`src/design/core_pkg.sv`:
```
`default_nettype none

package core_pkg;

  typedef logic [63:0] xlen_t;    // Data word
  typedef logic [63:0] addr_t;    // Byte address
  typedef logic [31:0] instr_t;   // Instruction word
  typedef logic [4:0]  reg_idx_t; // Register number
  typedef logic [6:0]  opcode_t;  // Major opcode

  // RV64 major opcodes
  localparam opcode_t OPC_OP_IMM = 7'b0010011;
  localparam opcode_t OPC_OP     = 7'b0110011;
  localparam opcode_t OPC_LUI    = 7'b0110111;
  localparam opcode_t OPC_LOAD   = 7'b0000011;
  localparam opcode_t OPC_STORE  = 7'b0100011;
  localparam opcode_t OPC_BRANCH = 7'b1100011;
  localparam opcode_t OPC_JAL    = 7'b1101111;

  localparam logic [2:0] FUNCT3_DOUBLE = 3'b011; // LD / SD width
  localparam addr_t      INSTR_BYTES   = 64'd4;  // PC step

  typedef enum logic [2:0] {
    ALU_ADD,
    ALU_SUB,
    ALU_AND,
    ALU_OR,
    ALU_XOR,
    ALU_PASS // Immediate straight through for LUI
  } alu_op_e;

  typedef enum logic [1:0] {
    WB_ALU,
    WB_LOAD,
    WB_LINK,
    WB_NONE
  } wb_sel_e;

  typedef enum logic [1:0] {
    FETCH_IDLE,
    FETCH_REQ,
    FETCH_REL
  } fetch_state_e;

  typedef enum logic [1:0] {
    MEM_IDLE,
    MEM_REQ,
    MEM_REL,
    MEM_RETIRE
  } mem_state_e;

  typedef enum logic [1:0] {
    OWN_NONE,
    OWN_FETCH,
    OWN_DATA
  } arb_owner_e;

endpackage

`default_nettype wire

```
`src/design/mem_arbiter.sv`:
```
`timescale 1ns/1ps
`default_nettype none

module mem_arbiter import core_pkg::*; (
  input  wire   clk,
  input  wire   reset,
  input  wire   f_req,
  input  addr_t f_addr,
  output logic  f_ack,
  output xlen_t f_rdata,
  input  wire   d_req,
  input  wire   d_we,
  input  addr_t d_addr,
  input  xlen_t d_wdata,
  output logic  d_ack,
  output xlen_t d_rdata,
  output logic  mem_req,
  output logic  mem_we,
  output addr_t mem_addr,
  output xlen_t mem_wdata,
  input  wire   mem_ack,
  input  xlen_t mem_rdata
);

  arb_owner_e owner;

  always_ff @(posedge clk) begin
    if (reset) begin
      owner <= OWN_NONE;
    end else begin
      case (owner)
        OWN_NONE: begin
          if (d_req) owner <= OWN_DATA; // Data wins a tie
          else if (f_req) owner <= OWN_FETCH;
        end
        OWN_FETCH: if (!f_req && !mem_ack) owner <= OWN_NONE; // Handshake fully closed
        OWN_DATA:  if (!d_req && !mem_ack) owner <= OWN_NONE;
        default:   owner <= OWN_NONE;
      endcase
    end
  end

  assign mem_req   = ((owner == OWN_FETCH) && f_req) || ((owner == OWN_DATA) && d_req);
  assign mem_we    = (owner == OWN_DATA) && d_we;
  assign mem_addr  = (owner == OWN_DATA) ? d_addr : f_addr;
  assign mem_wdata = d_wdata;

  // Ack only to the owner
  assign f_ack   = (owner == OWN_FETCH) && mem_ack;
  assign d_ack   = (owner == OWN_DATA) && mem_ack;
  assign f_rdata = mem_rdata;
  assign d_rdata = mem_rdata;

endmodule

`default_nettype wire

```
`config.mk`:
```
export PLATFORM = sky130hd
export DESIGN_NAME = mem_arbiter
export DESIGN_NICKNAME = d
export VERILOG_FILES = /design/src/design/core_pkg.sv /design/src/design/mem_arbiter.sv
export SDC_FILE = /design/constraint.sdc
export NUM_CORES = 1
export LEC_CHECK = 0
export BUFFER_PORTS_ARGS = -buffer_cell sky130_fd_sc_hd__buf_2
export CAP_MARGIN = 20
export CELL_PAD_IN_SITES_DETAIL_PLACEMENT = 0
export CELL_PAD_IN_SITES_GLOBAL_PLACEMENT = 1
export CORE_AREA = 2 2 203 205
export CTS_CLUSTER_SIZE = 40
export DETAILED_ROUTE_END_ITERATION = 10
export DIE_AREA = 0 0 205 207
export GPL_ROUTABILITY_DRIVEN = 1
export PLACE_DENSITY = 0.55
export SETUP_SLACK_MARGIN = 0.15
export SLEW_MARGIN = 20
export SYNTH_ARGS = -nofsm -noshare
export SYNTH_HDL_FRONTEND = slang
export SYNTH_SLANG_ARGS = --single-unit
export TNS_END_PERCENT = 100
```
`constraint.sdc`:
```
create_clock -name clk -period 1.3 [get_ports clk]
set_input_delay 0.26 -clock clk [delete_from_list [all_inputs] [get_ports clk]]
set_output_delay 0.26 -clock clk [all_outputs]
set_load 0.02 [all_outputs]
```
After elaboration in Yosys (flattened, before gate mapping)
Index checks and enable logic that the tools add are counted.
{"block": "totals", "ff_bits": 2, "inputBits": 262, "out_inout_bits": 260}
{"block": "classes", "eq_ne": 5, "n_mux": 6, "n_reduce_logical": 13}
{"op": "2-to-1 mux 64 bit", "n": 1}
{"op": "2-to-1 mux 2 bit", "n": 4}
{"op": "logical AND 1 bit", "n": 7}
{"op": "one-hot mux 2 bit (3 select lines)", "n": 1}
{"op": "!= test 2 bit (second input constant)", "n": 2}
{"op": "logical NOT 1 bit", "n": 3}
{"op": "!= test 3 bit (second input constant)", "n": 1}
{"op": "AND reduction 3 bit", "n": 1}
{"op": "equality test 2 x 1 -> 1 bit (second input constant)", "n": 1}
{"op": "equality test 2 bit (second input constant)", "n": 1}
{"op": "logical NOT 2 bit", "n": 1}
{"op": "logical OR 1 bit", "n": 1}

Longest topological paths before layout
{"block": "logic_depth", "ltp_word": 4, "ltp_mapped": 4, "mapped_depth_nobuf": 3}

Worst setup path after synthesis
Ideal clock, no wire load.
{"block": "synth_path", "path_kind": "register to output", "start": "register owner[0]", "end": "output port mem_addr[21]", "arrival_ns": 1.168, "t_required_ns": 1.040, "setup_slack_ns": -0.128, "path_stages_with_launch": 5, "cell_sequence": "dfxtp_1 nand2b_1 buf_6 buf_6 mux2_4"}
{"block": "synth_via", "elab_chain_cells": 2}
{"item": "start: declaration", "line": "mem_arbiter.sv:25", "rtl": "arb_owner_e owner;"}
{"item": "start signal: assignment", "line": "mem_arbiter.sv:29", "rtl": "owner <= OWN_NONE;"}
{"item": "start signal: assignment", "line": "mem_arbiter.sv:33", "rtl": "if (d_req) owner <= OWN_DATA;"}
{"item": "start signal: assignment", "line": "mem_arbiter.sv:34", "rtl": "else if (f_req) owner <= OWN_FETCH;"}
{"item": "equality test 2 bit", "line": "mem_arbiter.sv:45", "rtl": "assign mem_addr = (owner == OWN_DATA) ? d_addr : f_addr;"}
{"item": "2-to-1 mux 64 bit", "line": "mem_arbiter.sv:45"}
{"item": "end: declaration", "line": "mem_arbiter.sv:19", "rtl": "output addr_t mem_addr,"}
Every way passes these cells.

Final worst setup path
{"block": "layout_path", "start": "register owner[0]", "end": "output port mem_addr[50]"}
Same word-level chain as after synthesis.

==> flow_summary.ini <==
[yosys]
ys_seq_elements = 2
synth_warnings = 0
postSynthAreaPerCell_sq_um = 8.87
synthSimpleGateAreaFrac_pct = 1.51
ys_types = 15
ys_seq_area_share_pct = 1.61
synth_cells = 280
synthMuxAreaShare_pct = 34.8
synth_fa_ha_area_share_pct = 0
synth-compound-area-share_pct = 0.907
synth-xor-area-share_pct = 0
synth_top_family_by_area = buffers and inverters
synth_area_sq_mm = 0.00248
syn_nets = 542

[die]
core_area_sq_mm = 0.0404
die_area_sq_mm = 0.0424
rows = 74
die_h_microns = 207
die_w_microns = 205
pin_count = 522
initial_core_util_pct = 6.15

[cts]
clock-root-buffer = clkbuf_16
cts_max_path_buffers = 2
cts_tree = built
htree_levels = 1
clk_latency_ns = 0.22
cts_sinks = 2
ctsHoldBuffers = 0
numCtsBuffers = 3
clk_pin_slew_worst_paths_ns = 0.03

[drt]
dr_wl_met3_microns = 2110
viasPerCell = 2.23
drc = 0
highest_layer = met5
met1_length_microns = 2670
wl_per_cell_microns = 11.2
num_vias = 1870
ant_nets = 0
wirelength_microns = 9430
drtPass1Iterations = 3
wl_met2_microns = 4170
first_iter_violations = 32

[hold_path]
hold_path.class = in -> reg
holdCritStartpoint = reset
min_to = owner[0]$_SDFFE_PP0P_
min_path_cells = 2

[timing]
setup_tns_ns = -26.63
setup_viol = 68
final.setup_skew_ns = 0.00255
tightest_slew_ns = 0.228
period_minus_slack_ns = 1.74
fmaxAchievable_ghz = 0.575
setup_ws_ns = -0.440
rsz0062_at_grt = yes
final_max_slew_viol_count = 0
period_share_pct = 134
hold_viol = 0
hold_ws_ns = 0.226
slew_headroom_pct = 84.7

[final_layout]
mostFrequentLayoutCell = buf_2
reg.largest.list = owner: 2 flops
largest_reg_flops = 2
drive_gt1_share_pct = 97.4
final_nets = 571
layout_common_cells = buf_2, mux2_4, buf_6
regMostFlops = owner
num_antenna_cells = 0
area_growth_pct = 33.3
instances_no_fill = 839
utilization_pct = 8.19

[worst_setup_path]
r2r-start = owner[0]$_SDFFE_PP0P_
critPathSlowestCell = dfxtp_2
cp-start-kind = register
end_kind = output pin
cp_cell_sequence = nand2b_4, buf_12, clkbuf_16, mux2_4, buf_6
timing.rr.end = owner[0]$_SDFFE_PP0P_
worst_ep_required_time_ns = 1.04
r2r_slack_ns = 0.02
reg2regPathDepth = 8
cp_max_fo = 5
crit_path_max_incr_delay_ns = 0.31
crit_arrival_ns = 1.48
critical_path_class = reg -> out

[power]
p_leak_nw = 1.61
ir_drop_v = 0.000337
cellPowerDensity_mw_per_mm2 = 561

[status]
violations = negative setup slack
run_status = complete, but fails checks

[global_routing]
grt.total_usage_pct = 3.58
grt_pass1_wl_microns = 10700
grt_pass1_vias = 1740
grt_max_degree = 20
overflow = 0
antenna_found_initial = 0

[place]
port_buffers = 201
dp.cells = 821
pre_cts_ws_ns = -0.282
dp_hpwl_microns = 7530
globalplace.congestion = 0.597

[flow_run]
maxCapViolations = 0
==> timing repair <==
action	CTS	global route
setup buffers	8	3
pin swaps	2	2
gates resized for setup	26	76
endpoints found under the setup margin	68	69
gates cloned	1	3
==> power breakdown <==
group	internal, W	leakage (nW)	switching (W)
Clock	0.000391	0.0370	0.0000686
Sequential	0.0000669	0.0172	0.00000336
Combinational	0.000743	1.56	0.000582
==> layer usage <==
layer	track usage [%]	vias up
met5	0.922	-
met4	1.89	2
met3	3.74	45
met2	5.56	273
met1	2.74	783
li1	-	767
==> kinds of logic after synthesis <==
kind of cell | Yosys count
and+or+nand+nor | 8
buffers and inverters | 202
DFF | 2
muxes | 64
AOI/OAI and AO/OA | 4
==> cell type report <==
| type | instances | area [sq um] |
|---|---|---|
| Timing Repair Buffer | 223 | 1520 |
| Sequential cell | 2 | 42.5 |
| Tap cell | 532 | 666 |
| Multi-Input combinational cell | 76 | 996 |
| Clock buffer | 3 | 75.1 |
| Fill cell | 4731 | 37100 |
| Inverter | 3 | 11.3 |
==> critical path, delay by kind of cell, from the launching register on <==
kind / cells / cell delay, ns
buf+inv: 3 / 0.45
flops: 1 / 0.31
mux: 1 / 0.30
simple gates: 1 / 0.18
==> through the flow <==
stage	total power, W	instance area, sq um
after CTS	0.00170	2980
after floorplan	0.00158	2520
after global routing	0.00196	3310
after detailed placement	0.00114	2730
after global placement	0.00113	2730
final	0.00186	3310
==> how the worst max path moves through the flow <==
stage | from | endpoint | slack (ns)
floorplan | owner[0]$_SDFFE_PP0P_ | mem_addr[21] | -0.06
CTS | owner[0]$_SDFFE_PP0P_ | mem_addr[9] | -0.48
detailed placement | owner[0]$_SDFFE_PP0P_ | mem_addr[2] | -0.28
global placement | owner[0]$_SDFFE_PP0P_ | mem_addr[2] | -0.25
finish | owner[0]$_SDFFE_PP0P_ | mem_addr[50] | -0.44
global route | owner[0]$_SDFFE_PP0P_ | mem_addr[45] | -0.48
==> cells in the mapped netlist <==
cell | number | area share (%)
buf_4 | 192 | 58
nand2_1 | 2 | 0.30
nor3_1 | 1 | 0.20
a21oi_1 | 1 | 0.20
buf_2 | 2 | 0.40
nor2_1 | 3 | 0.45
o21ai_0 | 2 | 0.40
buf_6 | 5 | 2.3
nand3b_1 | 1 | 0.30
a211oi_1 | 1 | 0.30
inv_1 | 3 | 0.45
mux2_2 | 26 | 12
dfxtp_1 | 2 | 1.6
nand2b_1 | 1 | 0.25
mux2_4 | 38 | 23
(Power assumes the default switching activity.)
