### src/design/core_pkg.sv
`default_nettype none

package core_pkg;

  typedef logic [63:0] xlen_t;    // Data word
  typedef logic [63:0] addr_t;    // Byte address
  typedef logic [31:0] instr_t;   // Instruction word
  typedef logic [4:0]  reg_idx_t; // Register number
  typedef logic [6:0]  opcode_t;  // Major opcode

  // RV64 major opcodes
  localparam opcode_t OPC_OP_IMM = 7'b0010011;
  localparam opcode_t OPC_OP     = 7'b0110011;
  localparam opcode_t OPC_LUI    = 7'b0110111;
  localparam opcode_t OPC_LOAD   = 7'b0000011;
  localparam opcode_t OPC_STORE  = 7'b0100011;
  localparam opcode_t OPC_BRANCH = 7'b1100011;
  localparam opcode_t OPC_JAL    = 7'b1101111;

  localparam logic [2:0] FUNCT3_DOUBLE = 3'b011; // LD / SD width
  localparam addr_t      INSTR_BYTES   = 64'd4;  // PC step

  typedef enum logic [2:0] {
    ALU_ADD,
    ALU_SUB,
    ALU_AND,
    ALU_OR,
    ALU_XOR,
    ALU_PASS // Immediate straight through for LUI
  } alu_op_e;

  typedef enum logic [1:0] {
    WB_ALU,
    WB_LOAD,
    WB_LINK,
    WB_NONE
  } wb_sel_e;

  typedef enum logic [1:0] {
    FETCH_IDLE,
    FETCH_REQ,
    FETCH_REL
  } fetch_state_e;

  typedef enum logic [1:0] {
    MEM_IDLE,
    MEM_REQ,
    MEM_REL,
    MEM_RETIRE
  } mem_state_e;

  typedef enum logic [1:0] {
    OWN_NONE,
    OWN_FETCH,
    OWN_DATA
  } arb_owner_e;

endpackage

`default_nettype wire

### src/design/mem_stage.sv
`timescale 1ns/1ps
`default_nettype none

module mem_stage import core_pkg::*; (
  input  wire      clk,
  input  wire      reset,
  input  wire      mem_valid,
  input  xlen_t    mem_result,
  input  xlen_t    mem_store_data,
  input  reg_idx_t mem_rd,
  input  wb_sel_e  mem_wb_sel,
  input  wire      mem_is_load,
  input  wire      mem_is_store,
  output logic     d_req,
  output logic     d_we,
  output addr_t    d_addr,
  output xlen_t    d_wdata,
  input  wire      d_ack,
  input  xlen_t    d_rdata,
  output logic     wb_en,
  output reg_idx_t wb_rd,
  output xlen_t    wb_data,
  output logic     retire
);

  mem_state_e state;
  xlen_t      load_data;

  assign d_req   = (state == MEM_REQ);
  assign d_we    = mem_is_store;
  assign d_addr  = mem_result;     // Effective address from execute
  assign d_wdata = mem_store_data;

  assign retire  = (state == MEM_RETIRE);
  assign wb_en   = retire && (mem_wb_sel != WB_NONE); // Stores, branches and no-ops skip
  assign wb_rd   = mem_rd;
  assign wb_data = (mem_wb_sel == WB_LOAD) ? load_data : mem_result;

  always_ff @(posedge clk) begin
    if (reset) begin
      state <= MEM_IDLE;
    end else begin
      case (state)
        MEM_IDLE: begin
          if (mem_valid) state <= (mem_is_load || mem_is_store) ? MEM_REQ : MEM_RETIRE;
        end
        MEM_REQ:    if (d_ack) state <= MEM_REL;
        MEM_REL:    if (!d_ack) state <= MEM_RETIRE; // Wait for the ack to fall
        MEM_RETIRE: state <= MEM_IDLE;
        default:    state <= MEM_IDLE;
      endcase
    end
  end

  always_ff @(posedge clk) begin
    if ((state == MEM_REQ) && d_ack) load_data <= d_rdata;
  end

endmodule

`default_nettype wire

### config.mk
export PLATFORM = sky130hd
export DESIGN_NAME = mem_stage
export DESIGN_NICKNAME = d
export VERILOG_FILES = /design/src/design/core_pkg.sv /design/src/design/mem_stage.sv
export SDC_FILE = /design/constraint.sdc
export NUM_CORES = 1
export LEC_CHECK = 0
export BUFFER_PORTS_ARGS = -buffer_cell sky130_fd_sc_hd__buf_2
export CAP_MARGIN = 20
export CORE_AREA = 2 2 158 160
export DETAILED_ROUTE_END_ITERATION = 12
export DIE_AREA = 0 0 160 162
export PLACE_DENSITY_LB_ADDON = 0.3
export SYNTH_ARGS = -nofsm -noshare
export SYNTH_HDL_FRONTEND = slang
export SYNTH_SLANG_ARGS = --single-unit
### constraint.sdc
create_clock -name clk -period 2.5 [get_ports clk]
set_clock_uncertainty 0.05 [all_clocks]
set_input_delay 0 -clock clk [delete_from_list [all_inputs] [get_ports clk]]
set_output_delay 0 -clock clk [all_outputs]
set_load 0.01 [all_outputs]
# == After elaboration in Yosys (flattened, before gate mapping) ==
# Index checks and enable logic that the tools add are counted.
# word_totals
reg_bits,66
latchBits,0
ram_bits,0
mem_bits_ro,0
inputBits,205
out_inout_bits,201
word_cells,21
memories,0
# classes
n_addsub,0
multipliers,0
div_mod_pow,0
order_cmp,0
eq_ne,8
shift,0
n_mux,6
bitwise,0
reduce_logical,5
# op_table
cell,count
$mux W64,1
$mux W2,4
$pmux W2 S4,1
$ne A2 B2 Y1 const B,3
$eq A2 B1 Y1 const B,2
$eq A2 B2 Y1 const B,2
$reduce_and A3 Y1,1
$logic_and A1 B1 Y1,2
$logic_not A2 Y1,1
$ne A2 B1 Y1 const B,1
$logic_or A1 B1 Y1,1

# == Depth between registers and ports, before layout ==
# depth
ltp_word,4
depth_mapped,5
ltp_nobuf,5

# == Worst setup path after synthesis ==
# Ideal clock, no wire load.
# synth_path
kind,register -> register
startpoint,register state[1]
endpoint,register load_data[0] (enable)
setup_ns,0.429
t_arrival_ns,2.143
required_time_ns,2.021
path_slack_ns,-0.121
stages_incl_launch_ff,4
path_buffers,0
synth_period_minus_slack_ns,2.621
cell_sequence,dfxtp_1 inv_1 ha_1 and2_1
# synth_between
elab_chain_cells,2
# synth_rtl
element,line_no,source
start: declaration,mem_stage.sv:26,mem_state_e state;
start signal: assignment,mem_stage.sv:45,if (mem_valid) state <= (mem_is_load || mem_is_store) ? MEM_REQ : MEM_RETIRE;
$eq A2 B1 Y1,-,
via d_req,mem_stage.sv:14,"output logic d_req,"
$logic_and A1 B1 Y1,mem_stage.sv:56,if ((state == MEM_REQ) && d_ack) load_data <= d_rdata;
end signal: assignment,mem_stage.sv:56,
end: declaration,mem_stage.sv:27,xlen_t load_data;
# The timed path passes the listed nets, and every way through them passes these cells.
# A chain may end at the register's enable or synchronous reset.

# == Worst setup path after layout ==
# layout_path
startpoint,register state[1]
endpoint,register state[1]
# layout_between
elab_chain_cells,3
elab_cells_between_ends,9
cone_classes,6 x eq/ne; 1 x mux; 2 x reduce/logical
# layout_rtl
element,line_no,source
"$eq A2 B2 Y1, or another cell as far along",mem_stage.sv:43,case (state)
$ne A2 B2 Y1 (no line) or $ne A2 B1 Y1 (tied branches),-,
$reduce_and A3 Y1 (no line),-,
# Several ways; a longest one is shown, not always the timed one.

==> impl_results.md <==
* Post-route cell area at 6560 sq um
* Status: finished, final reports clean
* R2R Path Start: state[1]$_SDFFE_PP0P_
* GPL Wtd Cong at 0.678
* WP buf/inv at 2
* Slew Viols, Final at 0
* Number of global-route vias before repair at 3166
* Antenna violations before repair at 2
* DRC violations left at 0
* Cell Rows at 57
* Max clock buf depth at 2
* Die extent in x at 160 um
* CP top delay family: buffers and inverters
* Antenna Nets Post-Route at 0
* Synth Warn # at 0
* CP max stage cell: dlygate4sd3_1
* Crit. End Element: register
* Layout cell share with drive strength beyond 1 at 61.7%
* Commonest non-fill, non-tap cell in the layout: buf_2
* Commonest non-fill, non-tap cells in the layout: buf_2 (267), dlygate4sd3_1 (135), edfxtp_1 (64)
* Crit path DAT at 2.03 ns
* Comb power frac at 26.9%
* Post-detail-place hpwl at 9260 um
* Global-route usage over all layers at 9.06%
* Asr flop ratio synth at 0%
* Core ar. at 24100 sq um
* Hold Path Class: in2reg
* Origin of the worst min-delay path: d_ack
* Hold path depth at 4
* First-pass GRT wire length at 17500 um
* Number of synthesized flops with an enable pin at 64
* Post-CTS setup buffer count at 0
* Fmax at 0.557 GHz
* Sequential area share after synthesis at 46.7%
* WP data required at 2.73 ns
* Layout Nets at 779
* Critical path type: reg2reg
* Vias per inst at 3.41
* Post-DR wirelength/cell at 13.8 um
* # fillers at 2539
* Largest net degree at the start of global routing at 41
* Worst hold margin at 0.109 ns
* P_int at 2.86 mW
* I/O Pins at 406
* Slew Limit Headroom at 62.8%
* Initial Utilization at 17.4%
* Pwr/cell area at 598 nW/um^2
* Setup Total Neg Slack at 0 ns
* Power share of the clock group at 35.4%
* Flop2flop setup slack at 0.71 ns
* Routed wire length at 12400 um
* P_sw at 1.06 mW
* CTS clk-pin slew, worst paths at 0.06 ns
* Root buffer cell: clkbuf_16
* CTS tree: yes
* Top-area cell type share of the netlist area at 45.7%
* CP peak stage delay at 0.57 ns
* Pre-CTS WS at 0.740 ns
* Tightest Pin Transition at 0.557 ns
* Post-CTS resize count at 0
* Worst r2r dst: state[1]$_SDFFE_PP0P_
* Final Hold Viols at 0
* Distinct cell type count after synthesis at 20
* Clk sinks at 66
* Cells after Synth at 291
* PortBufs at 267
* Type of origin of the critical path: register
* Mapped Area at 4210 sq um
* Initial DRC count at 67
* Die area at 25900 sq um
* Final setup margin at 0.706 ns
* CTS HTree Levels at 3
* MaxCap Viol Count at 0
* Remaining Overflow, GRT at 0
* Final period util at 71.8%
* Average size of a mapped cell at 14.5 sq um
* #FFs+latches synth at 66
* Worst r2r path cells at 6
* Post-synth top flop: edfxtp_1
* Clk_lat worst skew at 0.34 ns
* Seq pwr share at 37.7%
* Crit-path max FO at 4
* Synth-to-layout area growth at 55.9%
* Crit path time final at 1.79 ns
* Sw Ratio at 27.1%
* TritonRoute pass-1 iters at 3
* Largest area contributor in the netlist: edfxtp_1
* Num CTS Buffers at 9
* Net count after synthesis at 500
* Worst path cell trace: inv_1, ha_1, nand2b_1, and3_1, a211oi_1, dlygate4sd3_1
* Total number of vias at 3076
* Synth top area cells: edfxtp_1 (46%), buf_4 (24%), mux2_4 (21%), buf_12 (3.3%), ha_1 (1.2%)
* RSZ-0062 raised after global routing: no
* Hold worst-path end: state[0]$_SDFFE_PP0P_
* Die height at 162 um
* Max IR drop VDD at 0.304 mV
* Dpl cell area at 4880 sq um
* P_leak at 2.95 nW
* Final setup vio count at 0
-- Yosys cell counts (2+ instances only) --
library cell and instances:
nand2b_1 2, buf_4 134, dfxtp_1 2, mux2_2 4, edfxtp_1 64, ha_1 4
buf_12 7, mux2_4 60, inv_1 2, nor2_1 2
-- power groups by stage --
| stage | registers (mW) | clock network (mW) | logic, mW |
|---|---|---|---|
| after floorplan | 1.48 | 0 | 0.671 |
| after global routing | 1.50 | 1.50 | 1.15 |
| after global placement | 1.51 | 0 | 0.855 |
| after detailed placement | 1.51 | 0 | 0.858 |
| after CTS | 1.48 | 1.47 | 1.08 |
| final | 1.48 | 1.39 | 1.06 |
-- repair_timing --
action                                 CTS  global route
setup endpoints to repair                0             0
hold buffers                           135             0
endpoints found under the hold margin  135             0
-- stage by stage --
stage                     util (%)  std cells  power, mW
after global routing          27.2        901       4.14
after global placement        20.2        748       2.36
after floorplan                  -        291       2.15
final                         27.2        901       3.92
after CTS                     27.2        899       4.04
after detailed placement      20.2        748       2.37
-- layout make-up --
cell class              count  area, sq um  share of cell area [%]
well taps                 324          405                    6.18
clock buffers              10          229                    3.49
clock inverters             6         88.8                    1.36
diodes                      2         5.00                  0.0764
flip-flops and latches     66         1960                    29.9
repair buffers            409         2770                    42.2
inverters                   2         7.51                   0.115
multi-input cells          82         1090                    16.7
-- how the worst max path moves through the flow --
stage | from | endpoint | slack (ns) | cells past startpoint
2_1_floorplan | state[1]$_SDFFE_PP0P_ | load_data[0]$_DFFE_PP_ | 0.57 | 3
3_3_place_gp | state[1]$_SDFFE_PP0P_ | load_data[4]$_DFFE_PP_ | 0.78 | 4
3_5_place_dp | state[1]$_SDFFE_PP0P_ | load_data[60]$_DFFE_PP_ | 0.74 | 4
4_1_cts | state[0]$_SDFFE_PP0P_ | state[1]$_SDFFE_PP0P_ | 0.72 | 6
5_1_grt | state[0]$_SDFFE_PP0P_ | state[1]$_SDFFE_PP0P_ | 0.57 | 6
6_report | state[1]$_SDFFE_PP0P_ | state[1]$_SDFFE_PP0P_ | 0.71 | 6
-- worst min-delay path: stages --
cell      delay [ns]
buf_2           0.12
nand2b_1        0.16
a21oi_1         0.08
o21a_1          0.09
-- layer usage --
layer  vias up  GRT usage, %  routed length (um)
met2       245          17.4                6640
met5         -             0                   0
met3        16          2.63                1110
met4         0          4.38                 314
li1       1438             -                   -
met1      1377          8.93                4370
-- sequential cells by signal, summed over array words and instances, names as in the netlist --
signal	flops
state	2
load_data	64
-- cell families (layout without fill, tap and decap cells) --
logic type	after synthesis	count (layout)	share of synthesized area (%)
buffers and inverters	143	427	27.4
AOI/OAI and AO/OA	5	5	0.804
DFF	66	66	46.7
muxes	65	65	22.7
other	0	2	0
and+or+nand+nor	8	8	1.19
adders and majority gates	4	4	1.19
Note: power is estimated with default switching activity, not from simulation.
