**src/design/core_pkg.sv**
```systemverilog
`default_nettype none

package core_pkg;

  typedef logic [63:0] xlen_t;    // Data word
  typedef logic [63:0] addr_t;    // Byte address
  typedef logic [31:0] instr_t;   // Instruction word
  typedef logic [4:0]  reg_idx_t; // Register number
  typedef logic [6:0]  opcode_t;  // Major opcode

  // RV64 major opcodes
  localparam opcode_t OPC_OP_IMM = 7'b0010011;
  localparam opcode_t OPC_OP     = 7'b0110011;
  localparam opcode_t OPC_LUI    = 7'b0110111;
  localparam opcode_t OPC_LOAD   = 7'b0000011;
  localparam opcode_t OPC_STORE  = 7'b0100011;
  localparam opcode_t OPC_BRANCH = 7'b1100011;
  localparam opcode_t OPC_JAL    = 7'b1101111;

  localparam logic [2:0] FUNCT3_DOUBLE = 3'b011; // LD / SD width
  localparam addr_t      INSTR_BYTES   = 64'd4;  // PC step

  typedef enum logic [2:0] {
    ALU_ADD,
    ALU_SUB,
    ALU_AND,
    ALU_OR,
    ALU_XOR,
    ALU_PASS // Immediate straight through for LUI
  } alu_op_e;

  typedef enum logic [1:0] {
    WB_ALU,
    WB_LOAD,
    WB_LINK,
    WB_NONE
  } wb_sel_e;

  typedef enum logic [1:0] {
    FETCH_IDLE,
    FETCH_REQ,
    FETCH_REL
  } fetch_state_e;

  typedef enum logic [1:0] {
    MEM_IDLE,
    MEM_REQ,
    MEM_REL,
    MEM_RETIRE
  } mem_state_e;

  typedef enum logic [1:0] {
    OWN_NONE,
    OWN_FETCH,
    OWN_DATA
  } arb_owner_e;

endpackage

`default_nettype wire

```
**src/design/instr_fetch.sv**
```systemverilog
`timescale 1ns/1ps
`default_nettype none

module instr_fetch import core_pkg::*; (
  input  wire   clk,
  input  wire   reset,
  input  addr_t entry,
  input  wire   redirect,
  input  addr_t redirect_pc,
  input  wire   fb_take,
  output logic  fb_valid,
  output instr_t fb_instr,
  output addr_t fb_pc,
  output logic  f_req,
  output addr_t f_addr,
  input  wire   f_ack,
  input  xlen_t f_rdata
);

  fetch_state_e state;
  addr_t        pc;
  addr_t        fetch_addr; // Held stable for the whole handshake
  logic         discard;    // Word in flight belongs to a flushed path
  logic         fetch_done; // Release phase ends this cycle
  instr_t       word;

  assign f_req      = (state == FETCH_REQ);
  assign f_addr     = fetch_addr;
  assign fetch_done = (state == FETCH_REL) && !f_ack;
  assign word       = fetch_addr[2] ? f_rdata[63:32] : f_rdata[31:0]; // Little endian halves

  always_ff @(posedge clk) begin
    if (reset) begin
      state    <= FETCH_IDLE;
      pc       <= entry;
      fb_valid <= 1'b0;
      discard  <= 1'b0;
    end else begin
      case (state)
        FETCH_IDLE: if (!fb_valid && !redirect) state <= FETCH_REQ; // Only into an empty buffer
        FETCH_REQ:  if (f_ack) state <= FETCH_REL;
        FETCH_REL: begin
          if (fetch_done) begin
            state   <= FETCH_IDLE;
            discard <= 1'b0;
            if (!discard && !redirect) begin
              fb_valid <= 1'b1;
              pc       <= fetch_addr + INSTR_BYTES;
            end
          end
        end
        default: state <= FETCH_IDLE;
      endcase
      if (fb_take) fb_valid <= 1'b0;
      // Flush wins over fill and take
      if (redirect) begin
        fb_valid <= 1'b0;
        pc       <= redirect_pc;
        if ((state == FETCH_REQ) || ((state == FETCH_REL) && f_ack)) discard <= 1'b1;
      end
    end
  end

  always_ff @(posedge clk) begin
    if ((state == FETCH_IDLE) && !fb_valid) fetch_addr <= pc;
    if ((state == FETCH_REQ) && f_ack) begin // rdata valid while ack is high
      fb_instr <= word;
      fb_pc    <= fetch_addr;
    end
  end

endmodule

`default_nettype wire

```
**config.mk**
```make
export PLATFORM = sky130hd
export DESIGN_NAME = instr_fetch
export DESIGN_NICKNAME = d
export VERILOG_FILES = /design/src/design/core_pkg.sv /design/src/design/instr_fetch.sv
export SDC_FILE = /design/constraint.sdc
export NUM_CORES = 1
export LEC_CHECK = 0
export BUFFER_PORTS_ARGS = -buffer_cell sky130_fd_sc_hd__buf_4
export CORE_MARGIN = 2
export CORE_UTILIZATION = 40
export DETAILED_ROUTE_END_ITERATION = 8
export PLACE_DENSITY = 0.71
export SKIP_LAST_GASP = 1
export SYNTH_ARGS = -nofsm -noshare
export SYNTH_HDL_FRONTEND = slang
export SYNTH_SLANG_ARGS = --single-unit
```
**constraint.sdc**
```tcl
create_clock -name clk -period 5.35 [get_ports clk]
set_input_delay 0.535 -clock clk [delete_from_list [all_inputs] [get_ports clk]]
set_output_delay 0.535 -clock clk [all_outputs]
set_load 0.1 [all_outputs]
```
Yosys cells after proc, flatten, opt, wreduce, memory -nomap -nowiden
Cells that the tools add are included.
{"block": "word_totals", "regBits": 228, "in_bits": 197, "output_inout_bits": 162, "word_cells": 46}
{"block": "op_classes", "n_addsub": 1, "n_eq_ne": 5, "muxes": 14, "n_reduce_logical": 19}
{"cell": "64-bit two-way mux", "count": 5}
{"cell": "64-bit by 3-bit adder with 64-bit output, second input constant", "count": 1}
{"cell": "32-bit two-way mux", "count": 1}
{"cell": "3-bit AND reduction", "count": 3}
{"cell": "3-bit nonzero test", "count": 3}
{"cell": "1-bit logical AND", "count": 6}
{"cell": "2-bit two-way mux", "count": 3}
{"cell": "2-bit case mux with 3 select lines", "count": 1}
{"cell": "1-bit logical NOT", "count": 4}
{"cell": "1-bit two-way mux", "count": 4}
{"cell": "2-bit != test, second input constant", "count": 2}
{"cell": "3-bit OR reduction", "count": 1}
{"cell": "2-bit by 1-bit equality test with 1-bit output, second input constant", "count": 1}
{"cell": "2-bit equality test, second input constant", "count": 1}
{"cell": "2-bit logical NOT", "count": 1}
{"cell": "2-bit by 1-bit != test with 1-bit output, second input constant", "count": 1}
{"cell": "1-bit logical OR", "count": 1}

Logic depth before layout (Yosys ltp)
{"block": "depth", "depth_word": 7, "depth_mapped": 9, "ltp_nobuf": 7}

Least setup slack after synthesis
OpenSTA, ideal clock, no wires.
{"block": "synth_timing", "kind": "register to register", "startpoint": "reg fb_valid", "endpoint": "reg fetch_addr[0], in the netlist f_addr[0] (enable)", "setup_ns": 0.567, "arrival_time_ns": 5.228, "path_slack_ns": -0.445, "path_stages_with_launch": 2, "cell_sequence": "dfxtp_1 -> nor3_1"}
{"block": "synth_via", "elab_chain_cells": 2}
{"item": "start: declaration", "line": "instr_fetch.sv:11", "rtl": "output logic fb_valid,"}
{"item": "start signal: assignment", "line": "instr_fetch.sv:36", "rtl": "fb_valid <= 1'b0;"}
{"item": "start signal: assignment", "line": "instr_fetch.sv:47", "rtl": "fb_valid <= 1'b1;"}
{"item": "start signal: assignment", "line": "instr_fetch.sv:54", "rtl": "if (fb_take) fb_valid <= 1'b0;"}
{"item": "1-bit logical NOT", "line": "instr_fetch.sv:65", "rtl": "if ((state == FETCH_IDLE) && !fb_valid) fetch_addr <= pc;"}
{"item": "1-bit logical AND", "line": "instr_fetch.sv:65"}
{"item": "end signal: assignment", "line": "instr_fetch.sv:65"}
{"item": "end: declaration", "line": "instr_fetch.sv:22", "rtl": "addr_t fetch_addr;"}
Every way passes these cells.
A chain may end at the register's enable or synchronous reset.

Final worst setup path
{"block": "layout_timing", "startpoint": "reg fetch_addr[2], in the netlist f_addr[2]", "endpoint": "reg pc[50], data pin"}
{"block": "layout_via", "elab_chain_cells": 6}
{"item": "64-bit by 3-bit adder with 64-bit output", "line": "instr_fetch.sv:48", "rtl": "pc <= fetch_addr + INSTR_BYTES;"}
{"item": "64-bit two-way mux", "line": "instr_fetch.sv:46", "rtl": "if (!discard && !redirect) begin"}
{"item": "64-bit two-way mux", "line": "instr_fetch.sv:43", "rtl": "if (fetch_done) begin"}
{"item": "64-bit two-way mux", "line": "instr_fetch.sv:39", "rtl": "case (state)"}
{"item": "64-bit two-way mux", "line": "instr_fetch.sv:56", "rtl": "if (redirect) begin"}
{"item": "64-bit two-way mux", "line": "instr_fetch.sv:33", "rtl": "if (reset) begin"}
{"item": "end signal: assignment", "line": "instr_fetch.sv:35", "rtl": "pc <= entry;"}
{"item": "end signal: assignment", "line": "instr_fetch.sv:48"}
{"item": "end signal: assignment", "line": "instr_fetch.sv:58", "rtl": "pc <= redirect_pc;"}
{"item": "end: declaration", "line": "instr_fetch.sv:21", "rtl": "addr_t pc;"}
Every way passes these cells. The select of a mux whose other input is x is not followed.

==> results.txt <==
CP startpoint kind -> register
largest net degree at the start of global routing -> 65
min-delay src -> fb_take
CP cell instances -> buf_4 -> ha_1 -> nand3_1 -> nor2_1 -> and3_1 -> a21boi_0 -> nor3_1 -> o31ai_1
proportion of synthesized area in mux cells -> 5.21%
Ports -> 359
Post-Route Setup TNS -> 0 ns
Slew Limit Headroom -> 24.8%
Compound-Gate Fraction of Synth Area -> 7.38%
Hold Crit Depth -> 2
first-pass GRT wire length -> 42.3 mm
Reg clk slew, reported paths -> 0.06 ns
period utilization -> 61.7%
H-tree depth -> 1
Hold Crit Class -> primary input to register
hold endpoint -> fb_valid$_SDFFE_PP0P_
Routed Antenna Nets -> 0
FF+latch count, synth -> 228
Yosys top cell by area -> edfxtp_1
area added between synthesis and finish -> 39.3%
register area share after synthesis -> 70.7%
DRC Markers -> 0
Hold WS -> 0.203 ns
dpl hpwl -> 19.8 mm
Clock Path Buffers -> 3
worst r2r dst -> pc[50]$_DFFE_PP_
minimum clock period -> 3.30 ns
die area -> 0.0253 mm2
RSZ-0062 raised after global routing -> no
ys flop type -> edfxtp_1
post-cts sizing count -> 0
Synth area leaders -> edfxtp_1 70%, mux2_2 3.9%, xor2_1 2.8%
routed len/inst -> 20.5 um
Starting Density -> 40.9%
status -> complete, no violations
Max Slew Vio Count -> 0
Mapped Cells -> 661
vias in the first global route -> 7096
max incr delay on CP -> 0.71 ns
CP top delay family -> simple AND/OR/NAND/NOR gates
R2R setup slack -> 2.05 ns
Syn Nets -> 859
worst skew pair latency -> 0.51 ns
total number of vias -> 7017
Yosys cell types -> 44
Crit. End Element -> register
CTS Root Cell -> clkbuf_16
CTS sink count -> 228
Rows -> 56
count leader, synth -> edfxtp_1
main combinational cell family by area after synthesis -> simple AND/OR/NAND/NOR gates
CTS Buf Count -> 25
vias per inst -> 5.16
Post-synth EDFFs -> 224
total iterations of the first detailed-routing run -> 5
Die Ht -> 159 um
Peak VDD IR -> 266 uV
Synth Area in Adders -> 0.130%
maximum clock frequency -> 303 MHz
share of the synthesized area in the top cell type -> 69.9%
CTS Hold Bufs -> 0
final setup violation count -> 0
Fin. Hold Viols -> 0
worst path required time -> 5.59 ns
Netlist Area Pre-Place -> 0.00963 mm2
FF-to-FF Start -> f_addr[2]$_DFFE_PP_
critical path class -> register to register
YS warnings -> 0
CP arrival -> 3.54 ns
Die W -> 159 um
WP buf/inv -> 1
dpl cell area -> 0.0126 mm2
total grt overflow -> 0
core area -> 0.0235 mm2
DR iter-0 viols -> 528
port bufs -> 358
postcts setup bufs -> 0
post-route cell area -> 0.0134 mm2
CP max-delay cell -> and3_1
Antenna Cells -> 0
async set or reset register ratio after synthesis -> 0%
fillers -> 2024
Post-Synth XOR/XNOR Area -> 5.00%
Routability Congestion -> 0.780
PwrDens -> 390 mW/mm2
CP Max Fanout -> 39
initial antenna violation count -> 0
syn avg cell area -> 14.6 um2
R2R cell count -> 8
max-cap violation count -> 0
setup clock skew after layout -> 0.0120 ns
CTS tree -> yes
simple-gate portion of the synthesized area -> 9.85%
Total GRT Usage -> 21.4%
Worst-Margin Slew -> 1.13 ns
drt total wl -> 27.9 mm
Leak -> 5.25 nW
fin nets -> 1221
share of post-route cells with drive strength above 1 -> 43.4%
Commonest cells post-synth -> 224 x edfxtp_1, 48 x nand2_1, 36 x o21ai_0, 33 x mux2_2, 31 x xor2_1
==> flip-flops by register name, summed over array words and instances, names as in the netlist <==
signal    count
f_addr       64
fb_valid      1
fb_pc        64
pc           64
state         2
discard       1
fb_instr     32
==> area by class of cell <==
type	count	area (um2)	share of cell area, %
clock inverter	18	138	1.03
multi-input combinational	397	2680	20.0
clock buffer	27	633	4.72
timing repair buffer	363	2730	20.3
tap	319	399	2.98
inverter	8	30.0	0.224
sequential	228	6810	50.8
==> metal layers <==
metal | global-route usage, % | routed length, um
met5 | 0 | 0
met3 | 3.96 | 2060
met2 | 35.6 | 13700
met1 | 28.6 | 11400
met4 | 6.45 | 697
==> cell usage in the layout, fill, tap and decap left out, types with 2 or more instances in the layout <==
| cell type | n |
|---|---|
| buf_4 | 363 |
| edfxtp_1 | 224 |
| nand2_1 | 48 |
| o21ai_0 | 36 |
| mux2_2 | 33 |
| xor2_1 | 31 |
| nor2_1 | 29 |
| a21oi_1 | 26 |
| a22oi_1 | 25 |
| clkbuf_16 | 25 |
| xnor2_1 | 24 |
| nand3_1 | 23 |
| nand4_1 | 22 |
| o22ai_1 | 16 |
| mux2i_1 | 13 |
| o21ai_1 | 10 |
| nor3_1 | 9 |
| inv_1 | 8 |
| and3_1 | 8 |
| and4_1 | 7 |
| clkinv_1 | 7 |
| clkinv_2 | 7 |
| and3_2 | 5 |
| nor3_2 | 5 |
| dfxtp_1 | 4 |
| nand2b_1 | 3 |
| o31ai_1 | 3 |
| nor3_4 | 2 |
| o21a_1 | 2 |
| and2_1 | 2 |
| bufinv_16 | 2 |
| clkbuf_1 | 2 |
==> worst reg2reg max path: cells and delay by family (launching register included) <==
family,cells,cell delay [ns]
fa+ha+maj,1,0.29
simple gates,4,1.64
buf+inv,1,0.43
flops,1,0.33
compound gates,2,0.36
==> how the worst max path moves through the flow <==
stage	from	end	slack [ns]	cells after the start
final	f_addr[2]$_DFFE_PP_	pc[50]$_DFFE_PP_	2.05	8
after global routing	f_addr[2]$_DFFE_PP_	pc[62]$_DFFE_PP_	1.79	8
after CTS	f_addr[2]$_DFFE_PP_	pc[62]$_DFFE_PP_	2.07	8
after detailed placement	f_addr[2]$_DFFE_PP_	pc[62]$_DFFE_PP_	2.07	8
after global placement	f_addr[2]$_DFFE_PP_	pc[62]$_DFFE_PP_	2.16	8
after floorplan	state[1]$_SDFFE_PP0P_	fb_instr[0]$_DFFE_PP_	1.44	3
==> power breakdown <==
part	switching [W]	leakage, nW	internal [W]
Sequential	0.000139	2.23	0.00218
Combinational	0.000940	2.64	0.000319
Clock	0.000696	0.382	0.000948
==> cells by family (layout without fill, tap and decap cells) <==
group	after synthesis	count (layout)
muxes	46	46
adders and majority gates	1	1
and+or+nand+nor	174	174
xor gates and xnor gates	55	55
DFF	228	228
AOI/OAI and AO/OA	121	121
buffers and inverters	36	416
==> per-stage QoR <==
stage / cells / util [%] / total power (W) / worst slack [ns]
5_1_grt: 1360 / 57.0 / 0.00539 / 1.79
3_5_place_dp: 1315 / 53.7 / 0.00362 / 2.07
3_3_place_gp: 1315 / 53.7 / 0.00360 / 2.16
2_1_floorplan: 661 / - / 0.00324 / 1.44
4_1_cts: 1360 / 57.0 / 0.00526 / 2.07
6_report: 1360 / 57.0 / 0.00522 / 2.05
(Power assumes the default switching activity.)
