===== config.mk =====
export PLATFORM = sky130hd
export DESIGN_NAME = instr_decode
export DESIGN_NICKNAME = d
export VERILOG_FILES = /design/src/design/core_pkg.sv /design/src/design/instr_decode.sv
export SDC_FILE = /design/constraint.sdc
export NUM_CORES = 1
export LEC_CHECK = 0
export BUFFER_PORTS_ARGS = -buffer_cell sky130_fd_sc_hd__buf_2
export CORE_AREA = 2 2 201 203
export CTS_CLUSTER_DIAMETER = 120
export DETAILED_ROUTE_END_ITERATION = 6
export DIE_AREA = 0 0 203 205
export RECOVER_POWER = 25
export SLEW_MARGIN = 20
export SYNTH_ARGS = -nofsm -noshare
export SYNTH_HDL_FRONTEND = slang
export SYNTH_SLANG_ARGS = --single-unit

===== constraint.sdc =====
create_clock -name clk -period 15.6 [get_ports clk]
set_input_delay 0 -clock clk [delete_from_list [all_inputs] [get_ports clk]]
set_output_delay 0 -clock clk [all_outputs]
set_load 0.02 [all_outputs]

===== src/design/core_pkg.sv =====
`default_nettype none

package core_pkg;

  typedef logic [63:0] xlen_t;    // Data word
  typedef logic [63:0] addr_t;    // Byte address
  typedef logic [31:0] instr_t;   // Instruction word
  typedef logic [4:0]  reg_idx_t; // Register number
  typedef logic [6:0]  opcode_t;  // Major opcode

  // RV64 major opcodes
  localparam opcode_t OPC_OP_IMM = 7'b0010011;
  localparam opcode_t OPC_OP     = 7'b0110011;
  localparam opcode_t OPC_LUI    = 7'b0110111;
  localparam opcode_t OPC_LOAD   = 7'b0000011;
  localparam opcode_t OPC_STORE  = 7'b0100011;
  localparam opcode_t OPC_BRANCH = 7'b1100011;
  localparam opcode_t OPC_JAL    = 7'b1101111;

  localparam logic [2:0] FUNCT3_DOUBLE = 3'b011; // LD / SD width
  localparam addr_t      INSTR_BYTES   = 64'd4;  // PC step

  typedef enum logic [2:0] {
    ALU_ADD,
    ALU_SUB,
    ALU_AND,
    ALU_OR,
    ALU_XOR,
    ALU_PASS // Immediate straight through for LUI
  } alu_op_e;

  typedef enum logic [1:0] {
    WB_ALU,
    WB_LOAD,
    WB_LINK,
    WB_NONE
  } wb_sel_e;

  typedef enum logic [1:0] {
    FETCH_IDLE,
    FETCH_REQ,
    FETCH_REL
  } fetch_state_e;

  typedef enum logic [1:0] {
    MEM_IDLE,
    MEM_REQ,
    MEM_REL,
    MEM_RETIRE
  } mem_state_e;

  typedef enum logic [1:0] {
    OWN_NONE,
    OWN_FETCH,
    OWN_DATA
  } arb_owner_e;

endpackage

`default_nettype wire


===== src/design/instr_decode.sv =====
`timescale 1ns/1ps
`default_nettype none

module instr_decode import core_pkg::*; (
  input  wire      clk,
  input  wire      reset,
  input  wire      fb_valid,
  input  instr_t   fb_instr,
  input  addr_t    fb_pc,
  output logic     fb_take,
  output reg_idx_t rs1,
  output reg_idx_t rs2,
  input  xlen_t    rs1_data,
  input  xlen_t    rs2_data,
  input  wire      retire,
  output logic     ex_valid,
  output alu_op_e  ex_alu_op,
  output wb_sel_e  ex_wb_sel,
  output reg_idx_t ex_rd,
  output xlen_t    ex_a,
  output xlen_t    ex_b,
  output xlen_t    ex_imm,
  output addr_t    ex_pc,
  output logic     ex_is_load,
  output logic     ex_is_store,
  output logic     ex_is_branch,
  output logic     ex_branch_ne,
  output logic     ex_is_jal
);

  opcode_t    opcode;
  logic [2:0] funct3;
  logic [6:0] funct7;
  xlen_t      imm_i, imm_s, imm_b, imm_u, imm_j;
  xlen_t      imm;
  alu_op_e    alu_op;
  wb_sel_e    wb_sel;
  logic       use_imm;  // ALU B operand is the immediate
  logic       is_load, is_store, is_branch, branch_ne, is_jal;
  logic       outstanding; // Back end holds an instruction

  assign opcode = fb_instr[6:0];
  assign funct3 = fb_instr[14:12];
  assign funct7 = fb_instr[31:25];
  assign rs1    = fb_instr[19:15];
  assign rs2    = fb_instr[24:20];

  assign imm_i = {{52{fb_instr[31]}}, fb_instr[31:20]};
  assign imm_s = {{52{fb_instr[31]}}, fb_instr[31:25], fb_instr[11:7]};
  assign imm_b = {{51{fb_instr[31]}}, fb_instr[31], fb_instr[7], fb_instr[30:25],
                  fb_instr[11:8], 1'b0};
  assign imm_u = {{32{fb_instr[31]}}, fb_instr[31:12], 12'b0};
  assign imm_j = {{43{fb_instr[31]}}, fb_instr[31], fb_instr[19:12], fb_instr[20],
                  fb_instr[30:21], 1'b0};

  always_comb begin
    alu_op    = ALU_ADD;
    wb_sel    = WB_NONE; // Unknown encodings retire as no-ops
    imm       = imm_i;
    use_imm   = 1'b0;
    is_load   = 1'b0;
    is_store  = 1'b0;
    is_branch = 1'b0;
    branch_ne = 1'b0;
    is_jal    = 1'b0;
    case (opcode)
      OPC_OP_IMM: if (funct3 == 3'b000) begin // ADDI
        wb_sel  = WB_ALU;
        use_imm = 1'b1;
      end
      OPC_OP: begin
        wb_sel = WB_ALU;
        if ((funct3 == 3'b000) && (funct7 == 7'b0100000)) alu_op = ALU_SUB;
        else if (funct7 != 7'b0000000) wb_sel = WB_NONE;
        else if (funct3 == 3'b111) alu_op = ALU_AND;
        else if (funct3 == 3'b110) alu_op = ALU_OR;
        else if (funct3 == 3'b100) alu_op = ALU_XOR;
        else if (funct3 != 3'b000) wb_sel = WB_NONE;
      end
      OPC_LUI: begin
        alu_op = ALU_PASS;
        wb_sel = WB_ALU;
        imm    = imm_u;
      end
      OPC_LOAD: if (funct3 == FUNCT3_DOUBLE) begin
        wb_sel  = WB_LOAD;
        is_load = 1'b1;
      end
      OPC_STORE: if (funct3 == FUNCT3_DOUBLE) begin
        imm      = imm_s;
        is_store = 1'b1;
      end
      OPC_BRANCH: if (funct3[2:1] == 2'b00) begin // BEQ and BNE only
        imm       = imm_b;
        is_branch = 1'b1;
        branch_ne = funct3[0];
      end
      OPC_JAL: begin
        wb_sel = WB_LINK;
        imm    = imm_j;
        is_jal = 1'b1;
      end
      default: ;
    endcase
  end

  // Issue only into an empty back end, so no hazards exist
  assign fb_take = fb_valid && !outstanding;

  always_ff @(posedge clk) begin
    if (reset) begin
      outstanding <= 1'b0;
      ex_valid    <= 1'b0;
    end else begin
      ex_valid <= fb_take; // One cycle pulse
      if (fb_take) outstanding <= 1'b1;
      else if (retire) outstanding <= 1'b0;
    end
  end

  always_ff @(posedge clk) begin
    if (fb_take) begin
      ex_alu_op    <= alu_op;
      ex_wb_sel    <= wb_sel;
      ex_rd        <= fb_instr[11:7];
      ex_a         <= rs1_data;
      ex_b         <= use_imm ? imm : rs2_data;
      ex_imm       <= imm;
      ex_pc        <= fb_pc;
      ex_is_load   <= is_load;
      ex_is_store  <= is_store;
      ex_is_branch <= is_branch;
      ex_branch_ne <= branch_ne;
      ex_is_jal    <= is_jal;
    end
  end

endmodule

`default_nettype wire


* Yosys cells after proc, flatten, opt, wreduce, memory -nomap -nowiden
Index checks and enable logic that the tools add are counted.
** Storage, ports and cells
- Flip-flop bits (word level) :: 241
- Bits of input ports :: 228
** Cells by class
- Reduce and logical (&&, ||, !) cells :: 9
- Mux-type cells :: 26
- Equality and inequality tests :: 12
** Operators with widths (number)
- case mux 31 bit (4 select lines) :: 1
- 2-to-1 mux 64 bit :: 1
- equality test 7 x 6 -> 1 bit (second input constant) :: 4
- 2-to-1 mux 2 bit :: 8
- 2-to-1 mux 3 bit :: 5
- equality test 7 bit (second input constant) :: 2
- 2-to-1 mux 12 bit :: 1
- case mux 2 bit (5 select lines) :: 1
- equality test 3 bit (second input constant) :: 3
- equality test 7 x 2 -> 1 bit (second input constant) :: 1
- equality test 7 x 5 -> 1 bit (second input constant) :: 1
- 2-to-1 mux 1 bit :: 7
- nonzero test 7 bit :: 1
- case mux 3 bit (2 select lines) :: 1
- 2-to-1 mux 5 bit :: 1
- equality test 3 x 2 -> 1 bit (second input constant) :: 1
- logical NOT 3 bit :: 1
- nonzero test 3 bit :: 1
- logical AND 1 bit :: 2
- logical NOT 2 bit :: 1
- AND reduction 2 bit :: 1
- nonzero test 2 bit :: 1
- logical NOT 1 bit :: 1

* Logic depth before layout (Yosys ltp)
Gate-level depths: netlist of the first run.
- Word-level depth :: 8
- Depth in mapped cells :: 9
- Mapped depth without buffers :: 5

* Worst setup path after synthesis of the first run
OpenSTA, ideal clock, no wires.
- Path type :: register -> register
- From :: register outstanding
- To :: register ex_a[0], enable pin
- Arrival :: 11.106 ns
- Setup slack :: 3.610 ns
- Clock period less this slack :: 11.990 ns
- Stages on the path, launching flop included :: 2
- Cell sequence :: dfxtp_1 > nor2b_1
** Between the ends
- Cells in the longest elaborated chain, start to end :: 2
** Ends and longest elaborated chain
- start, declared :: line instr_decode.sv:40 : logic outstanding;
- start signal, assigned :: line instr_decode.sv:112 : outstanding <= 1'b0;
- start signal, assigned :: line instr_decode.sv:116 : if (fb_take) outstanding <= 1'b1;
- start signal, assigned :: line instr_decode.sv:117 : else if (retire) outstanding <= 1'b0;
- logical NOT 1 bit :: line instr_decode.sv:108 : assign fb_take = fb_valid && !outstanding;
- logical AND 1 bit :: line instr_decode.sv:108
- net fb_take :: line instr_decode.sv:10 : output logic fb_take,
- end signal, assigned :: line instr_decode.sv:126 : ex_a <= rs1_data;
- end, declared :: line instr_decode.sv:20 : output xlen_t ex_a,
The timed path passes the listed nets, and every way through them passes these cells.
A chain may end at the register's enable or synchronous reset.

* Final worst setup path of the first run
- From :: input fb_instr[3]
- To :: register ex_b[29], data pin
** Between the ends
- Cells in the longest elaborated chain, start to end :: 3
** Ends and longest elaborated chain
- start, declared :: line instr_decode.sv:8 : input instr_t fb_instr,
- equality test 7 bit (tied with other cells) :: line instr_decode.sv:66 : case (opcode)
- case mux 31 bit (4 select lines) or 2-to-1 mux 1 bit (tied branches) :: line instr_decode.sv:66
- 2-to-1 mux 64 bit (*) :: line instr_decode.sv:127 : ex_b <= use_imm ? imm : rs2_data;
- end signal, assigned :: line instr_decode.sv:127
- end, declared :: line instr_decode.sv:21 : output xlen_t ex_b,
Mark *: on every way between the ends. The rest lies on a longest branch, timed or not.

==> results of run 1 <==
registers in the layout, summed over array words and instances (netlist names):
signal,count
ex_alu_op,3
ex_is_jal,1
ex_wb_sel,2
ex_is_store,1
ex_a,64
ex_is_branch,1
ex_imm,32
ex_branch_ne,1
ex_valid,1
outstanding,1
ex_b,64
ex_pc,64
ex_is_load,1
ex_rd,5
worst max-delay path by stage:
| stage | startpoint | end | cells after the start |
|---|---|---|---|
| floorplan | outstanding | ex_a[0] | 1 |
| global placement | fb_instr[2] | ex_b[22] | 6 |
| finish | fb_instr[3] | ex_b[29] | 7 |
| CTS | fb_instr[3] | ex_b[29] | 7 |
| detailed placement | fb_instr[2] | ex_b[29] | 6 |
| global route | fb_instr[3] | ex_b[29] | 7 |
critical path, stage by stage:
cell and delay, ps:
sky130_fd_sc_hd__dlygate4sd3_1 540, sky130_fd_sc_hd__buf_2 210, sky130_fd_sc_hd__nand4bb_1 250, sky130_fd_sc_hd__nor2_1 750, sky130_fd_sc_hd__nor2_1 410, sky130_fd_sc_hd__a211o_1 670, sky130_fd_sc_hd__o21a_1 240
cell usage after synthesis, drive strengths merged, types with 2 or more instances:
| cell type | count | share of area (%) |
|---|---|---|
| or3 | 3 | 0.21 |
| nor2b | 5 | 0.35 |
| a21oi | 5 | 0.28 |
| or2 | 3 | 0.21 |
| edfxtp | 239 | 80 |
| o21ai | 8 | 0.49 |
| mux2 | 6 | 0.75 |
| nand2b | 3 | 0.21 |
| clkbuf | 7 | 0.29 |
| nand2 | 22 | 0.92 |
| a21o | 44 | 3.7 |
| and2 | 7 | 0.49 |
| o21a | 21 | 1.8 |
| nor2 | 17 | 1.0 |
| nand3 | 2 | 0.11 |
| a22oi | 2 | 0.17 |
| nor4 | 2 | 0.14 |
| a41o | 8 | 0.89 |
| nand3b | 4 | 0.33 |
| nor3 | 6 | 0.33 |
| buf | 56 | 4.8 |
| inv | 3 | 0.13 |
| a22o | 3 | 0.29 |
| dfxtp | 2 | 0.45 |
kinds of logic (layout without fill, tap and decap cells):
group | count (synthesis) | in the layout
and+or+nand+nor | 80 | 80
other | 0 | 2
buffers and inverters | 66 | 807
DFF | 241 | 241
muxes | 6 | 6
AOI/OAI and AO/OA | 102 | 102
per-stage QoR:
step / hold slack (ps) / instances / power [W] / utilization [%]
final: 48.3 / 1763 / 0.00169 / 38.3
after global routing: 26.1 / 1763 / 0.00175 / 38.3
after CTS: 2.22 / 1761 / 0.00171 / 38.5
after detailed placement: 178 / 1470 / 0.000964 / 29.9
after global placement: 177 / 1470 / 0.000962 / 29.9
after floorplan: 71.6 / 495 / 0.000899 / -
power by group through the flow:
stage	sequential [W]	combinational, W	clock, W
floorplan	0.000849	0.0000499	0
global route	0.000775	0.000240	0.000735
CTS	0.000771	0.000229	0.000710
global placement	0.000783	0.000178	0
finish	0.000772	0.000225	0.000691
detailed placement	0.000785	0.000180	0
final cells by class:
cell class                 count  area (sq um)
inverter                       3          11.3
timing repair buffer         752          4890
multi-input combinational    188          1310
clock buffer                  34           774
antenna                        2          5.00
sequential                   241          7220
tap                          525           657
clock inverter                18           209
fill                        3765         24300
per-layer routing:
| layer | track usage, % | share of wire, % |
|---|---|---|
| met4 | 4.56 | 2.3 |
| met1 | 16.4 | 36 |
| met3 | 3.98 | 8.7 |
| met2 | 27.1 | 53 |
| met5 | 0 | 0 |
what timing repair did:
item	in CTS	in global routing
endpoints found under the hold margin	238	0
endpoints found under the setup margin	0	0
hold buffers	239	0
setup buffers	0	0
==> PnR_summary.wiki, run 1 <==
{| class="wikitable"
! Metric !! Value
|-
| Setup WS pre-CTS || 12730 ps
|-
| Highest-count cells in the layout ignoring fill and taps || 437 x sky130_fd_sc_hd__buf_2, 239 x sky130_fd_sc_hd__edfxtp_1, 239 x sky130_fd_sc_hd__dlygate4sd3_1
|-
| Syn_area_per_cell || 18.2 sq um
|-
| Setup_tns || 0 ps
|-
| Leakage Power || 6.28 nW
|-
| TritonCTS clock tree || built
|-
| HPWL after detailed placement || 23000 microns
|-
| Hold Fails Final Rpt || 0
|-
| CP Data Required Time || 15890 ps
|-
| Cts repair resizes || 0
|-
| # DRC || 0
|-
| Number of nets with antenna violations after detailed routing || 0
|-
| Final Max Slew Viols || 0
|-
| Clk_skew || 11.3 ps
|-
| Count of distinct cell types in the synthesized netlist || 48
|-
| Flops & latches, synth || 241
|-
| Total global routing overflow || 0
|-
| Area of placed instances || 11800 sq um
|-
| Most used DFF post-synth || sky130_fd_sc_hd__edfxtp_1
|-
| Crit start category || input port
|-
| Transition time at the pin with the least slew margin || 1090 ps
|-
| Global Route Usage Sum || 14.7%
|-
| Fraction of power spent switching nets || 24.4%
|-
| Post-synth net total || 723
|-
| Layout cell share with drive strength beyond 1 || 40.8%
|-
| Reported max-cap violation count || 0
|-
| Worst-case register-to-register setup slack || 13060 ps
|-
| Initial core utilization || 22.8%
|-
| Deepest clock path buffer count || 3
|-
| Area added between synthesis and finish || 67.8%
|-
| Reg-to-reg critical path startpoint || outstanding
|-
| Post-synthesis share of cell area spent on full adders, half adders and majority gates || 0%
|-
| Number of buffers inserted by port buffering || 510
|-
| Post-synthesis compound-gate area fraction || 8.69%
|-
| Combined area of all synthesized cells || 8980 sq um
|-
| Part of the power in combinational logic || 13.4%
|-
| Number of instances in the synthesized netlist || 495
|-
| Pin count of the biggest net entering global routing || 158
|-
| Htree depth || 1
|-
| Simple logic cell fraction of the synthesized area || 4.97%
|-
| Switching power || 0.000412 W
|-
| Count of yosys warnings during synthesis || 0
|-
| Synthesized-area fraction occupied by xor and xnor cells || 0%
|-
| Worst hold path cell count || 2
|-
| Areal power density over the cells || 112 nW/um^2
|-
| CORE AREA || 39400 sq um
|-
| Maximum clock frequency || 0.360 GHz
|-
| Share of total power in sequential cells || 45.7%
|-
| Number of antenna violations at the first check in global routing || 3
|-
| Min setup slack post-route || 12820 ps
|-
| Overall die area || 41600 sq um
|-
| Number of nets at the end of the flow || 1442
|-
| Clock-pin slew of the registers on the worst-case setup and hold paths || 60 ps
|-
| Number of synthesized flops with an enable pin || 239
|-
| Routed Wire Length || 32700 microns
|-
| Share of the yosys chip area belonging to registers || 80.3%
|-
| Final critical-path required period || 2780 ps
|-
| Final standard cell area without fillers || 15100 sq um
|-
| Status || finished, final reports clean
|-
| Async set or reset register ratio after synthesis || 0%
|-
| Vias post-DR || 7216
|-
| Peak supply drop || 0.0000803 V
|-
| Data arrival time at the worst-slack endpoint || 3070 ps
|-
| Clock latency on the worst-skew pair || 550 ps
|-
| Setup repair after global routing missed its margin || false
|-
| Endpoints failing setup || 0
|-
| Hold/Removal Path Class || input port to flop
|-
| Site Rows || 73
|-
| Post-detailed-route wirelength per cell || 18.5 microns
|-
| Die outline height || 205 microns
|-
| First-pass GRT wire length || 45200 microns
|-
| Relative slew slack || 27.4%
|-
| Placer Congestion || 0.896
|-
| Number of ports placed on the die boundary || 511
|-
| TritonCTS Buffers || 28
|-
| Final period utilization || 17.8%
|-
| Power Internal || 0.00128 W
|-
| R2R cell count || 3
|-
| DR pass1 iterations || 5
|-
| Min-Delay Endpoint || ex_imm[13]
|-
| Vias in the first global route || 7331
|-
| Die extent in x || 203 microns
|-
| Worst Min Path Start || fb_instr[2]
|-
| Worst setup path category || input port to flop
|-
| Critical register-to-register path endpoint || ex_b[10]
|-
| Largest family of logic cells by synthesized area || compound AO/OA/AOI/OAI gates
|-
| Via density per instance || 4.09
|-
| Number of DRC markers in iteration 0 || 440
|-
| Most common library cell in the layout ignoring fill and taps || sky130_fd_sc_hd__buf_2
|-
| Root Buffer || sky130_fd_sc_hd__clkbuf_16
|-
| Multiplexer share of the synthesized area || 0.752%
|-
| Endpoint kind of the worst setup timing path || flop
|-
| CTS sink cnt || 241
|-
| Critical-path maximum fanout || 20
|-
| Clk network pwr share || 40.9%
|}
Note: power is estimated with default switching activity, not from simulation.
==> run 2: changes to the inputs <==
==> constraint.sdc (replaced) <==
create_clock -name clk -period 2.62 [get_ports clk]
set_input_delay 0 -clock clk [delete_from_list [all_inputs] [get_ports clk]]
set_output_delay 0 -clock clk [all_outputs]
set_load 0.02 [all_outputs]
==> PnR_summary.wiki, run 2 (synthesized netlist as in run 1, its figures left out) <==
{| class="wikitable"
! Metric !! Value
|-
| Endpoints failing setup || 0
|-
| Setup repair after global routing missed its margin || false
|-
| Final Max Slew Viols || 0
|-
| Hold/Removal Path Class || input port to flop
|-
| Critical-path maximum fanout || 15
|-
| Final period utilization || 87.4%
|-
| Clk_skew || 15.1 ps
|-
| Highest-count cells in the layout ignoring fill and taps || 437 x sky130_fd_sc_hd__buf_2, 239 x sky130_fd_sc_hd__edfxtp_1, 238 x sky130_fd_sc_hd__dlygate4sd3_1
|-
| Crit path from || fb_instr[5]
|-
| Data arrival time at the worst-slack endpoint || 2580 ps
|-
| Worst Min Path Start || fb_instr[2]
|-
| Fill count || 3778
|-
| Transition time at the pin with the least slew margin || 770 ps
|-
| Number of buffers inserted by port buffering || 510
|-
| # DRC || 0
|-
| Area of combinational cells with multiple inputs || 1300 sq um
|-
| Number of nets with antenna violations after detailed routing || 0
|-
| Vias in the first global route || 7602
|-
| Post-detailed-route wirelength per cell || 18.6 microns
|-
| DR pass1 iterations || 4
|-
| Die outline height || 205 microns
|-
| Reg-to-reg critical path startpoint || outstanding
|-
| Leakage Power || 6.29 nW
|-
| Final worst hold slack || 46.4 ps
|-
| Hold Fails Final Rpt || 0
|-
| Area added between synthesis and finish || 67.7%
|-
| Deepest clock path buffer count || 3
|-
| Endpoint kind of the worst setup timing path || flop
|-
| Worst setup path category || input port to flop
|-
| HPWL after detailed placement || 23600 microns
|-
| Cell count after placement || 1474
|-
| Reported max-cap violation count || 0
|-
| Setup WS pre-CTS || 387 ps
|-
| Number of ports placed on the die boundary || 511
|-
| Maximum clock frequency || 0.437 GHz
|-
| Global-route track usage on met3 || 4.85%
|-
| CTS sink cnt || 241
|-
| Peak supply drop || 0.000438 V
|-
| CP Data Required Time || 2910 ps
|-
| Status || finished, final reports clean
|-
| TritonCTS clock tree || built
|-
| CORE AREA || 39400 sq um
|-
| Register area || 7220 sq um
|-
| TritonCTS Buffers || 29
|-
| Clock-pin slew of the registers on the worst-case setup and hold paths || 60 ps
|-
| Min-Delay Endpoint || ex_imm[16]
|-
| Met1 track demand over resource in global routing || 15.8%
|-
| Number of nets at the end of the flow || 1446
|-
| Worst hold path cell count || 2
|-
| Site Rows || 73
|-
| Areal power density over the cells || 660 nW/um^2
|-
| Number of DRC markers in iteration 0 || 374
|-
| Post-CTS setup buffers || 0
|-
| Critical register-to-register path endpoint || ex_imm[22]
|-
| Routed Wire Length || 32800 microns
|-
| Total global routing overflow || 0
|-
| Initial core utilization || 22.8%
|-
| Final total power || 0.00995 W
|-
| Leading registers by flop count || ex_a (64), ex_b (64), ex_pc (64)
|-
| Relative slew slack || 48.7%
|-
| Placer Congestion || 0.936
|-
| Most common library cell in the layout ignoring fill and taps || sky130_fd_sc_hd__buf_2
|-
| Worst-case register-to-register setup slack || 1100 ps
|-
| Htree depth || 1
|-
| Final cell count without fillers || 1769
|-
| Root Buffer || sky130_fd_sc_hd__clkbuf_16
|-
| Clock latency on the worst-skew pair || 550 ps
|-
| Vias post-DR || 7170
|-
| Crit start category || input port
|-
| Number of antenna violations at the first check in global routing || 7
|-
| Global-route met2 utilization || 27.5%
|-
| Pin count of the biggest net entering global routing || 122
|-
| R2R cell count || 2
|-
| Final critical-path required period || 2290 ps
|-
| Global Route Usage Sum || 14.9%
|-
| Die extent in x || 203 microns
|-
| Overall die area || 41600 sq um
|-
| Min setup slack post-route || 330 ps
|-
| First-pass GRT wire length || 46300 microns
|-
| Most heavily used metal layer in global routing || met2
|-
| Via density per instance || 4.05
|-
| Layout cell share with drive strength beyond 1 || 40.7%
|}
run 2: per-stage QoR:
stage	utilization, %	instance area, sq um	setup TNS (ps)
after floorplan	-	8990	-421670
after detailed placement	30.0	11800	0
after global placement	30.0	11800	0
final	38.3	15100	0
after global routing	38.3	15100	0
after CTS	38.5	15200	0
run 2: area by class of cell:
class                           instances  area share (%)
Clock buffer                           31            4.87
Tap cell                              525            4.36
Inverter                                3          0.0747
Timing Repair Buffer                  755            32.7
Sequential cell                       241            47.9
Clock inverter                         22            1.43
Multi-Input combinational cell        188            8.65
Antenna cell                            4          0.0664
run 2: critical path, stage by stage:
cell                            delay, ps
sky130_fd_sc_hd__dlygate4sd3_1        530
sky130_fd_sc_hd__buf_2                170
sky130_fd_sc_hd__nor2_4               160
sky130_fd_sc_hd__nand4_1              230
sky130_fd_sc_hd__nor2_4               520
sky130_fd_sc_hd__mux2_2               400
sky130_fd_sc_hd__dlygate4sd3_1        560
run 2: metal layers:
layer	share of wire (%)	wire, microns
met5	0	0
met4	2.6	838
met3	9.2	3010
met2	53	17300
met1	36	11700
run 2: power by group:
| group | switching [W] | internal, W | total, W | leakage (nW) |
|---|---|---|---|---|
| Sequential | 0.0000676 | 0.00453 | 0.00459 | 2.30 |
| Clock | 0.00160 | 0.00241 | 0.00401 | 0.458 |
| Combinational | 0.000770 | 0.000576 | 0.00135 | 3.53 |
| Total | 0.00244 | 0.00751 | 0.00995 | 6.29 |
run 2: worst max-delay path by stage:
stage,endpoint,slack [ps],depth (start not counted)
floorplan,ex_a[0],-1750,1
global placement,ex_b[26],470,6
detailed placement,ex_b[22],390,6
CTS,ex_b[7],330,7
global route,ex_b[9],140,7
finish,ex_b[6],330,7
run 2: what timing repair did:
item,CTS,global route
endpoints found under the hold margin,238,0
resized for setup,0,0
hold buffers,238,0
